File: src/hw/router_defs.svh
// mesh is at most 4x4 with 2-bit coordinates; fifo depth must be a power of two, at least 2
`ifndef ROUTER_DEFS_SVH
`define ROUTER_DEFS_SVH

// ============================================================
// mesh geometry
// ============================================================
`define MESH_ROWS       4       // row 0 is the northmost
`define MESH_COLS       4       // col 0 is the westmost
`define TILE_COORD_W    2       // bits per row or column

// ============================================================
// buffering and field widths
// ============================================================
`define TILE_FIFO_DEPTH 2       // entries per input-to-output lane
`define CARD_W          3       // cardinal encoding
`define OPCODE_W        2
`define ADDR_W          32
`define ADDR_RSVD_W     4       // between tile id and offset
`define ADDR_OFFSET_W   24      // offset inside the target tile
`define DATA_W          32

`endif

File: src/hw/router_pkg.sv
// field widths come from router_defs.svh; address tile id must fill bits 31:28
`include "router_defs.svh"

package router_pkg;

    // ============================================================
    // directions and tile coordinates
    // ============================================================
    typedef enum logic [`CARD_W-1:0] {
        NORTH = 3'd0,
        EAST  = 3'd1,
        SOUTH = 3'd2,
        WEST  = 3'd3,
        LOCAL = 3'd4
    } t_cardinal;

    typedef struct packed {
        logic [`TILE_COORD_W-1:0] row;  // grows southward
        logic [`TILE_COORD_W-1:0] col;  // grows eastward
    } t_tile_id;

    // ============================================================
    // address, two views of the same word
    // ============================================================
    typedef struct packed {
        t_tile_id                  tile;    // destination tile, bits 31:28
        logic [`ADDR_RSVD_W-1:0]   rsvd;
        logic [`ADDR_OFFSET_W-1:0] offset;
    } t_addr_fields;

    typedef union packed {
        logic [`ADDR_W-1:0] flat;    // core side view
        t_addr_fields       fields;  // router view
    } t_addr;

    typedef enum logic [`OPCODE_W-1:0] {
        RD = 2'b00,
        WR = 2'b01
    } t_opcode;

    // 73 bits on the wire
    typedef struct packed {
        t_opcode             opcode;
        t_addr               address;
        logic [`DATA_W-1:0]  data;
        t_tile_id            requestor;
        t_cardinal           next_tile_fifo_arb_id;  // output to take in the receiving tile
    } t_tile_trans;

    // local_arb is the msb, so bit index equals the t_cardinal value
    typedef struct packed {
        logic local_arb;
        logic west_arb;
        logic south_arb;
        logic east_arb;
        logic north_arb;
    } t_fab_ready;

endpackage

File: src/hw/mini_core_tile.sv
// no core inside; the local port is external and its lookahead field is always recomputed here
module mini_core_tile
    import router_pkg::*;
(
    input  logic            clk,
    input  logic            arst_n,
    input  t_tile_id        local_tile_id,
    // ============================================================
    // fabric side
    // ============================================================
    input  logic            in_north_req_valid,
    input  var t_tile_trans in_north_req,
    output t_fab_ready      out_north_ready,
    output logic            out_north_req_valid,
    output t_tile_trans     out_north_req,
    input  var t_fab_ready  in_north_ready,
    input  logic            in_east_req_valid,
    input  var t_tile_trans in_east_req,
    output t_fab_ready      out_east_ready,
    output logic            out_east_req_valid,
    output t_tile_trans     out_east_req,
    input  var t_fab_ready  in_east_ready,
    input  logic            in_south_req_valid,
    input  var t_tile_trans in_south_req,
    output t_fab_ready      out_south_ready,
    output logic            out_south_req_valid,
    output t_tile_trans     out_south_req,
    input  var t_fab_ready  in_south_ready,
    input  logic            in_west_req_valid,
    input  var t_tile_trans in_west_req,
    output t_fab_ready      out_west_ready,
    output logic            out_west_req_valid,
    output t_tile_trans     out_west_req,
    input  var t_fab_ready  in_west_ready,
    // ============================================================
    // local core side
    // ============================================================
    input  logic            in_local_req_valid,
    input  var t_tile_trans in_local_req,    // lookahead field ignored
    output t_fab_ready      out_local_ready,
    output logic            out_local_req_valid,
    output t_tile_trans     out_local_req,
    input  var t_fab_ready  in_local_ready
);

    t_cardinal   first_hop;   // lane to use inside this router
    t_tile_trans local_req;

    // XY at this tile from the address tile field
    next_tile_fifo_arb #(
        .NEXT_TILE_CARDINAL (LOCAL)
    ) u_local_lookahead (
        .local_tile_id (local_tile_id),
        .dest_tile     (in_local_req.address.fields.tile),
        .next_card     (first_hop)
    );

    always_comb begin
        local_req                       = in_local_req;
        local_req.next_tile_fifo_arb_id = first_hop;  // core needs no routing knowledge
    end

    // remaining ports map by name
    router u_router (
        .*,
        .in_local_req (local_req)
    );

endmodule

File: src/hw/next_tile_fifo_arb.sv
// pure XY rule; a step off the mesh edge keeps the own id, so routes must stay inside the mesh
`include "router_defs.svh"

module next_tile_fifo_arb
    import router_pkg::*;
#(
    parameter t_cardinal NEXT_TILE_CARDINAL = LOCAL  // direction the transaction leaves by
) (
    input  t_tile_id  local_tile_id,
    input  t_tile_id  dest_tile,
    output t_cardinal next_card
);

    localparam logic [`TILE_COORD_W-1:0] ROW_LAST = `TILE_COORD_W'(`MESH_ROWS - 1);
    localparam logic [`TILE_COORD_W-1:0] COL_LAST = `TILE_COORD_W'(`MESH_COLS - 1);

    t_tile_id nbr_id;  // tile that will receive the transaction

    // ============================================================
    // neighbour id, one step toward the exit
    // ============================================================
    always_comb begin
        nbr_id = local_tile_id;
        case (NEXT_TILE_CARDINAL)
            NORTH: if (local_tile_id.row != '0) nbr_id.row = local_tile_id.row - 1'b1;
            SOUTH: if (local_tile_id.row != ROW_LAST) nbr_id.row = local_tile_id.row + 1'b1;
            EAST:  if (local_tile_id.col != COL_LAST) nbr_id.col = local_tile_id.col + 1'b1;
            WEST:  if (local_tile_id.col != '0) nbr_id.col = local_tile_id.col - 1'b1;
            default: ;  // LOCAL stays here
        endcase
    end

    // ============================================================
    // XY decision at the neighbour, columns first
    // ============================================================
    always_comb begin
        if (dest_tile.col != nbr_id.col) begin
            next_card = (dest_tile.col > nbr_id.col) ? EAST : WEST;
        end else if (dest_tile.row < nbr_id.row) begin
            next_card = NORTH;
        end else if (dest_tile.row > nbr_id.row) begin
            next_card = SOUTH;
        end else begin
            next_card = LOCAL;  // arrived
        end
    end

endmodule

File: src/hw/output_arb.sv
// four lanes per output; loads one winner per cycle, holds it until the downstream ready bit is seen
module output_arb
    import router_pkg::*;
#(
    parameter t_cardinal OUT_CARD = LOCAL  // output this arbiter drives
) (
    input  logic              clk,
    input  logic              arst_n,
    input  t_tile_id          local_tile_id,
    input  logic        [3:0] lane_empty,
    input  t_tile_trans [3:0] lane_head,
    output logic        [3:0] lane_pop,
    output logic              out_req_valid,
    output t_tile_trans       out_req,
    input  t_fab_ready        in_ready
);

    logic [1:0] rr_ptr;     // lane with top priority
    logic [1:0] gnt_idx;
    logic       gnt_any;
    logic [4:0] rdy_vec;    // indexed by t_cardinal
    logic       xfer;
    logic       load;
    t_cardinal  route_card;
    t_cardinal  new_card;

    // ============================================================
    // round robin pick
    // ============================================================
    always_comb begin
        logic [1:0] idx;
        gnt_any = 1'b0;
        gnt_idx = rr_ptr;
        // walk backwards so the nearest non-empty lane wins
        for (int i = 3; i >= 0; i--) begin
            idx = rr_ptr + 2'(i);
            if (!lane_empty[idx]) begin
                gnt_any = 1'b1;
                gnt_idx = idx;
            end
        end
    end

    assign rdy_vec = in_ready;
    assign xfer    = out_req_valid && rdy_vec[out_req.next_tile_fifo_arb_id];
    assign load    = gnt_any && (!out_req_valid || xfer);  // reg free or draining now

    always_comb begin
        lane_pop = '0;
        if (load) lane_pop[gnt_idx] = 1'b1;
    end

    // ============================================================
    // lookahead for the hop after this one
    // ============================================================
    next_tile_fifo_arb #(
        .NEXT_TILE_CARDINAL (OUT_CARD)
    ) u_lookahead (
        .local_tile_id (local_tile_id),
        .dest_tile     (lane_head[gnt_idx].address.fields.tile),
        .next_card     (route_card)
    );

    assign new_card = (OUT_CARD == LOCAL) ? LOCAL : route_card;  // core needs no route

    always_ff @(posedge clk or negedge arst_n) begin
        if (!arst_n) begin
            out_req_valid <= 1'b0;
            rr_ptr        <= '0;
        end else if (load) begin
            out_req_valid <= 1'b1;
            rr_ptr        <= gnt_idx + 1'b1;  // winner drops to last
        end else if (xfer) begin
            out_req_valid <= 1'b0;
        end
    end

    // payload, no reset
    always_ff @(posedge clk) begin
        if (load) begin
            out_req                       <= lane_head[gnt_idx];
            out_req.next_tile_fifo_arb_id <= new_card;
        end
    end

endmodule

File: src/hw/router.sv
// five ports, no U-turns: a lane from a port back to the same port does not exist and its ready is 0
module router
    import router_pkg::*;
(
    input  logic            clk,
    input  logic            arst_n,
    input  t_tile_id        local_tile_id,
    // north
    input  logic            in_north_req_valid,
    input  var t_tile_trans in_north_req,
    output t_fab_ready      out_north_ready,
    output logic            out_north_req_valid,
    output t_tile_trans     out_north_req,
    input  var t_fab_ready  in_north_ready,
    // east
    input  logic            in_east_req_valid,
    input  var t_tile_trans in_east_req,
    output t_fab_ready      out_east_ready,
    output logic            out_east_req_valid,
    output t_tile_trans     out_east_req,
    input  var t_fab_ready  in_east_ready,
    // south
    input  logic            in_south_req_valid,
    input  var t_tile_trans in_south_req,
    output t_fab_ready      out_south_ready,
    output logic            out_south_req_valid,
    output t_tile_trans     out_south_req,
    input  var t_fab_ready  in_south_ready,
    // west
    input  logic            in_west_req_valid,
    input  var t_tile_trans in_west_req,
    output t_fab_ready      out_west_ready,
    output logic            out_west_req_valid,
    output t_tile_trans     out_west_req,
    input  var t_fab_ready  in_west_ready,
    // local
    input  logic            in_local_req_valid,
    input  var t_tile_trans in_local_req,
    output t_fab_ready      out_local_ready,
    output logic            out_local_req_valid,
    output t_tile_trans     out_local_req,
    input  var t_fab_ready  in_local_ready
);

    // ============================================================
    // ports gathered into arrays, index = t_cardinal
    // ============================================================
    logic        [4:0]      in_valid;
    t_tile_trans [4:0]      in_req_a;
    t_fab_ready  [4:0]      in_rdy;     // downstream readiness per output
    logic        [4:0][4:0] rdy_out;    // [input port][output arbiter]
    logic        [4:0]      out_valid;
    t_tile_trans [4:0]      out_req_a;

    assign in_valid = {in_local_req_valid, in_west_req_valid, in_south_req_valid,
                       in_east_req_valid, in_north_req_valid};
    assign in_req_a = {in_local_req, in_west_req, in_south_req, in_east_req, in_north_req};
    assign in_rdy   = {in_local_ready, in_west_ready, in_south_ready,
                       in_east_ready, in_north_ready};

    assign {out_local_ready, out_west_ready, out_south_ready,
            out_east_ready, out_north_ready} = rdy_out;
    assign {out_local_req_valid, out_west_req_valid, out_south_req_valid,
            out_east_req_valid, out_north_req_valid} = out_valid;
    assign {out_local_req, out_west_req, out_south_req,
            out_east_req, out_north_req} = out_req_a;

    // no lane back out the same port
    for (genvar p = 0; p < 5; p++) begin : g_no_uturn
        assign rdy_out[p][p] = 1'b0;
    end

    // ============================================================
    // per output: four lane fifos and one arbiter
    // ============================================================
    for (genvar o = 0; o < 5; o++) begin : g_out
        localparam t_cardinal OC = t_cardinal'(o);

        logic        [3:0] arb_empty;
        t_tile_trans [3:0] arb_head;
        logic        [3:0] arb_pop;

        for (genvar j = 0; j < 4; j++) begin : g_lane
            localparam int Q = (j < o) ? j : j + 1;  // skip input o itself

            logic push;
            logic full;

            // steer by the sender's lookahead
            assign push = in_valid[Q] && (in_req_a[Q].next_tile_fifo_arb_id == OC);

            tile_fifo u_fifo (
                .clk       (clk),
                .arst_n    (arst_n),
                .push      (push),
                .push_data (in_req_a[Q]),
                .full      (full),
                .pop       (arb_pop[j]),
                .pop_data  (arb_head[j]),
                .empty     (arb_empty[j])
            );

            assign rdy_out[Q][o] = !full;
        end

        output_arb #(
            .OUT_CARD (OC)
        ) u_arb (
            .clk           (clk),
            .arst_n        (arst_n),
            .local_tile_id (local_tile_id),
            .lane_empty    (arb_empty),
            .lane_head     (arb_head),
            .lane_pop      (arb_pop),
            .out_req_valid (out_valid[o]),
            .out_req       (out_req_a[o]),
            .in_ready      (in_rdy[o])
        );
    end

endmodule

File: src/hw/tile_fifo.sv
// depth from TILE_FIFO_DEPTH, power of two and at least 2; push when full and pop when empty are dropped
`include "router_defs.svh"

module tile_fifo
    import router_pkg::*;
(
    input  logic        clk,
    input  logic        arst_n,
    input  logic        push,
    input  t_tile_trans push_data,
    output logic        full,
    input  logic        pop,
    output t_tile_trans pop_data,
    output logic        empty
);

    localparam int DEPTH = `TILE_FIFO_DEPTH;
    localparam int PTR_W = $clog2(DEPTH);

    logic [PTR_W:0] wr_ptr;   // msb is the wrap bit
    logic [PTR_W:0] rd_ptr;
    logic           wr_en;
    logic           rd_en;
    t_tile_trans    mem [DEPTH];

    // same index, opposite wrap -> full
    assign full  = (wr_ptr[PTR_W] != rd_ptr[PTR_W]) &&
                   (wr_ptr[PTR_W-1:0] == rd_ptr[PTR_W-1:0]);
    assign empty = (wr_ptr == rd_ptr);

    assign wr_en = push && !full;   // guarded, caller may push blindly
    assign rd_en = pop && !empty;

    assign pop_data = mem[rd_ptr[PTR_W-1:0]];  // head always visible

    always_ff @(posedge clk or negedge arst_n) begin
        if (!arst_n) begin
            wr_ptr <= '0;
            rd_ptr <= '0;
        end else begin
            if (wr_en) wr_ptr <= wr_ptr + 1'b1;
            if (rd_en) rd_ptr <= rd_ptr + 1'b1;
        end
    end

    // storage only
    always_ff @(posedge clk) begin
        if (wr_en) begin
            mem[wr_ptr[PTR_W-1:0]] <= push_data;
        end
    end

endmodule

File: config.mk
export PLATFORM = sky130hd
export DESIGN_NAME = mini_core_tile
export DESIGN_NICKNAME = d
export VERILOG_FILES = /design/src/hw/router_pkg.sv /design/src/hw/mini_core_tile.sv /design/src/hw/next_tile_fifo_arb.sv /design/src/hw/output_arb.sv /design/src/hw/router.sv /design/src/hw/tile_fifo.sv
export VERILOG_INCLUDE_DIRS = /design/src /design/src/hw
export SDC_FILE = /design/constraint.sdc
export NUM_CORES = 2
export LEC_CHECK = 0
export BUFFER_PORTS_ARGS = -buffer_cell sky130_fd_sc_hd__buf_2
export CORE_ASPECT_RATIO = 1.1
export CORE_MARGIN = 3
export CORE_UTILIZATION = 25
export CTS_CLUSTER_SIZE = 16
export DETAILED_ROUTE_END_ITERATION = 8
export PLACE_DENSITY = 0.5
export SYNTH_ARGS = -nofsm -noshare
export SYNTH_HDL_FRONTEND = slang
export SYNTH_HIERARCHICAL = 1
export SYNTH_SLANG_ARGS = --single-unit
File: constraint.sdc
create_clock -name clk -period 7.8 [get_ports clk]
set_clock_uncertainty 0.1 [all_clocks]
set_input_delay 1.56 -clock clk [delete_from_list [all_inputs] [get_ports clk]]
set_output_delay 1.56 -clock clk [all_outputs]
set_load 0.1 [all_outputs]
==> metrics.txt <==
# TYPE chip_impl_metric gauge
chip_impl_metric{name="antenna_left",unit=""} 0
chip_impl_metric{name="hpwlAfterDp",unit="um"} 298000
chip_impl_info{name="path_cells",value="xor2_1 > nor2_1 > nor2_1 > and4b_1 > or2_4 > buf_4 > mux4_2 > ha_1 > nand2_2 > nand3_1 > o22ai_1"} 1
chip_impl_metric{name="global_route_wire_length_before_repair",unit="um"} 615000
chip_impl_metric{name="netlist_instances",unit=""} 6079
chip_impl_metric{name="layout.filler_cells",unit=""} 49800
chip_impl_metric{name="clock_latency",unit="ns"} 0.99
chip_impl_metric{name="final_net_count",unit=""} 7518
chip_impl_info{name="status",value="complete, no violations"} 1
chip_impl_metric{name="layout_setup_ws",unit="ns"} 2.94
chip_impl_metric{name="drtPass1Iterations",unit=""} 6
chip_impl_metric{name="track_usage",unit="%"} 17.5
chip_impl_info{name="worst_path_most_repeated_cell",value="sky130_fd_sc_hd__nor2_1"} 1
chip_impl_metric{name="clock_tree.htree_level_count",unit=""} 5
chip_impl_info{name="tritoncts",value="built"} 1
chip_impl_info{name="unrepaired_setup_endpoints_after_global_routing",value="no"} 1
chip_impl_metric{name="clk_transition_reported_paths",unit="ns"} 0.06
chip_impl_metric{name="numPortBuffers",unit=""} 780
chip_impl_info{name="holdCritPathClass",value="input pin to asynchronous set/reset pin"} 1
chip_impl_metric{name="drt_drc_violations_left",unit=""} 0
chip_impl_metric{name="cts-root-to-sink-buffers",unit=""} 4
chip_impl_metric{name="final.min_clock_period",unit="ns"} 4.86
chip_impl_metric{name="cts.hold.buffers_added",unit=""} 0
chip_impl_metric{name="antenna_found_initial",unit=""} 103
chip_impl_metric{name="worst-slew-pin-transition",unit="ns"} 1.16
chip_impl_metric{name="drt_first_iter_violations",unit=""} 6415
chip_impl_metric{name="areaGrowthSynthToFinish",unit="%"} 18.7
chip_impl_info{name="path_class",value="flop to flop"} 1
chip_impl_metric{name="vias",unit=""} 66000
chip_impl_metric{name="floorplan.rows",unit=""} 275
chip_impl_metric{name="top_level_i_o_count",unit=""} 796
chip_impl_info{name="cp_slowest_cell",value="sky130_fd_sc_hd__dfrtp_4"} 1
chip_impl_metric{name="final_hold_viol_count",unit=""} 0
chip_impl_info{name="setup.worst_path.end_class",value="flop"} 1
chip_impl_metric{name="postCtsResizedCells",unit=""} 0
chip_impl_metric{name="cp_data_required_time",unit="ns"} 8.46
chip_impl_metric{name="numClockSinks",unit=""} 3257
chip_impl_metric{name="max_stage_delay",unit="ns"} 0.69
chip_impl_metric{name="core_area",unit="um^2"} 511000
chip_impl_metric{name="globalRouteOverflowTotal",unit=""} 0
chip_impl_metric{name="grt_start_max_net_pins",unit=""} 71
chip_impl_metric{name="first_global_vias",unit=""} 68500
chip_impl_metric{name="final_layout_size_suffix_gt1_share",unit="%"} 46.0
chip_impl_metric{name="route.detailed.vias_per_inst",unit=""} 4.65
chip_impl_metric{name="die_height",unit="um"} 758
chip_impl_metric{name="final_min_period_over_clock_period",unit="%"} 62.4
chip_impl_metric{name="worst_slew_margin_rel",unit="%"} 22.8
chip_impl_info{name="worst_setup_path_start_kind",value="flop"} 1
chip_impl_metric{name="timing.final.max_slew_violations",unit=""} 0
chip_impl_metric{name="post-cts-setup-buffer-count",unit=""} 0
chip_impl_metric{name="floorplan.initialDensity",unit="%"} 25.1
chip_impl_metric{name="netlist_area",unit="um^2"} 128000
chip_impl_metric{name="setup-tns-final",unit="ns"} 0
chip_impl_metric{name="maxCapViolCount",unit=""} 0
chip_impl_metric{name="synthesis.area_per_instance",unit="um^2"} 21.1
chip_impl_metric{name="setup_viol",unit=""} 0
chip_impl_metric{name="die-area",unit="um^2"} 523000
chip_impl_metric{name="place_ws",unit="ns"} 2.86
chip_impl_metric{name="critical_path_arrival",unit="ns"} 5.52
chip_impl_metric{name="wl",unit="um"} 470000
chip_impl_metric{name="yosys_warnings",unit=""} 6
chip_impl_metric{name="avgRoutedWirePerCell",unit="um"} 33.1
chip_impl_metric{name="numCtsBuffers",unit=""} 356
chip_impl_info{name="clock_root_buffer",value="sky130_fd_sc_hd__clkbuf_16"} 1
chip_impl_metric{name="cp_max_fo",unit=""} 26
chip_impl_metric{name="max_freq",unit="GHz"} 0.206
chip_impl_metric{name="gpl.final_weighted_congestion",unit=""} 0.784
chip_impl_metric{name="die_w",unit="um"} 690
## final timing paths
check                                                             start                                            to  slack (ns)  cells after the start
setup / recovery           u_router/g_out[2].g_lane[0].u_fifo/rd_ptr[0]            u_router/g_out[2].u_arb/out_req[1]        2.94                     11
hold / removal                                                   arst_n  u_router/g_out[0].g_lane[1].u_fifo/rd_ptr[0]        0.47                      1
setup reg to reg           u_router/g_out[2].g_lane[0].u_fifo/rd_ptr[0]            u_router/g_out[2].u_arb/out_req[1]        2.94                     11
hold reg to reg            u_router/g_out[0].g_lane[0].u_fifo/wr_ptr[1]  u_router/g_out[0].g_lane[0].u_fifo/wr_ptr[1]        0.53                      2
max in group asynchronous                                        arst_n  u_router/g_out[4].g_lane[1].u_fifo/rd_ptr[0]        5.59                      2
min in group clk           u_router/g_out[0].g_lane[0].u_fifo/wr_ptr[1]  u_router/g_out[0].g_lane[0].u_fifo/wr_ptr[1]        0.53                      2
## routing by layer
| layer | GRT usage [%] | part of all wire [%] | vias to the layer above |
|---|---|---|---|
| li1 | - | - | 26600 |
| met3 | 3.01 | 6.1 | 673 |
| met2 | 31.8 | 52 | 2677 |
| met1 | 21.3 | 39 | 36000 |
| met5 | 0 | 0.041 | - |
| met4 | 4.57 | 2.9 | 30 |
## cells in the final DEF (no fill, tap or decap), types with 32 or more instances in the layout
cell type and count:
sky130_fd_sc_hd__a21oi_1 71, sky130_fd_sc_hd__nor2_1 107, sky130_fd_sc_hd__clkbuf_1 78, sky130_fd_sc_hd__clkinv_2 65
sky130_fd_sc_hd__mux2_2 1408, sky130_fd_sc_hd__dfrtp_1 75, sky130_fd_sc_hd__edfxtp_1 3162, sky130_fd_sc_hd__inv_1 49
sky130_fd_sc_hd__buf_4 140, sky130_fd_sc_hd__buf_2 779, sky130_fd_sc_hd__buf_12 32, sky130_fd_sc_hd__mux4_2 350
sky130_fd_sc_hd__clkinv_1 70, sky130_fd_sc_hd__clkbuf_16 356, sky130_fd_sc_hd__nand2_1 67, sky130_fd_sc_hd__o21ai_1 41
## per-stage QoR
| step | cells | hold WS (ns) | instance area, um^2 | utilization (%) |
|---|---|---|---|---|
| after global placement | 13500 | 0.498 | 141000 | 27.6 |
| after floorplan | 6084 | 0.480 | 129000 | - |
| final | 14200 | 0.473 | 152000 | 29.8 |
| after detailed placement | 13500 | 0.515 | 141000 | 27.6 |
| after CTS | 14200 | 0.373 | 152000 | 29.8 |
| after global routing | 14200 | 0.428 | 152000 | 29.8 |
## cell type report
cell class / instances / area (um^2) / area share [%]
Timing Repair Buffer: 951 / 5590 / 3.67
Clock inverter: 208 / 2300 / 1.51
Multi-Input combinational cell: 2477 / 29100 / 19.1
Antenna cell: 26 / 65.1 / 0.0427
Sequential cell: 3257 / 97400 / 63.9
Clock buffer: 441 / 9300 / 6.10
Tap cell: 6786 / 8490 / 5.57
Inverter: 54 / 228 / 0.149
## registers in the layout, indices dropped and copies added (netlist names)
register and cells:
u_router/g_out.g_lane.u_fifo/mem 2800, u_router/g_out.u_arb/out_req 362, u_router/g_out.g_lane.u_fifo/rd_ptr 40, u_router/g_out.g_lane.u_fifo/wr_ptr 40, u_router/g_out.u_arb/rr_ptr 10, u_router/g_out.u_arb/out_req_valid 5
## worst max-delay path: cells and delay by family (launching register included)
kind                     cells  cell delay [ns]
buffers and inverters        1             0.54
flip-flops                   1             0.69
multiplexers                 1             0.54
AND/OR/NAND/NOR              6             1.93
AO/OA/AOI/OAI                1             0.19
adder cells (fa/ha/maj)      1             0.38
XOR/XNOR                     1             0.26
Power is left out: the tool's default activity adds up to more than one toggle a clock period on the data nets, which glitch-free logic cannot reach.
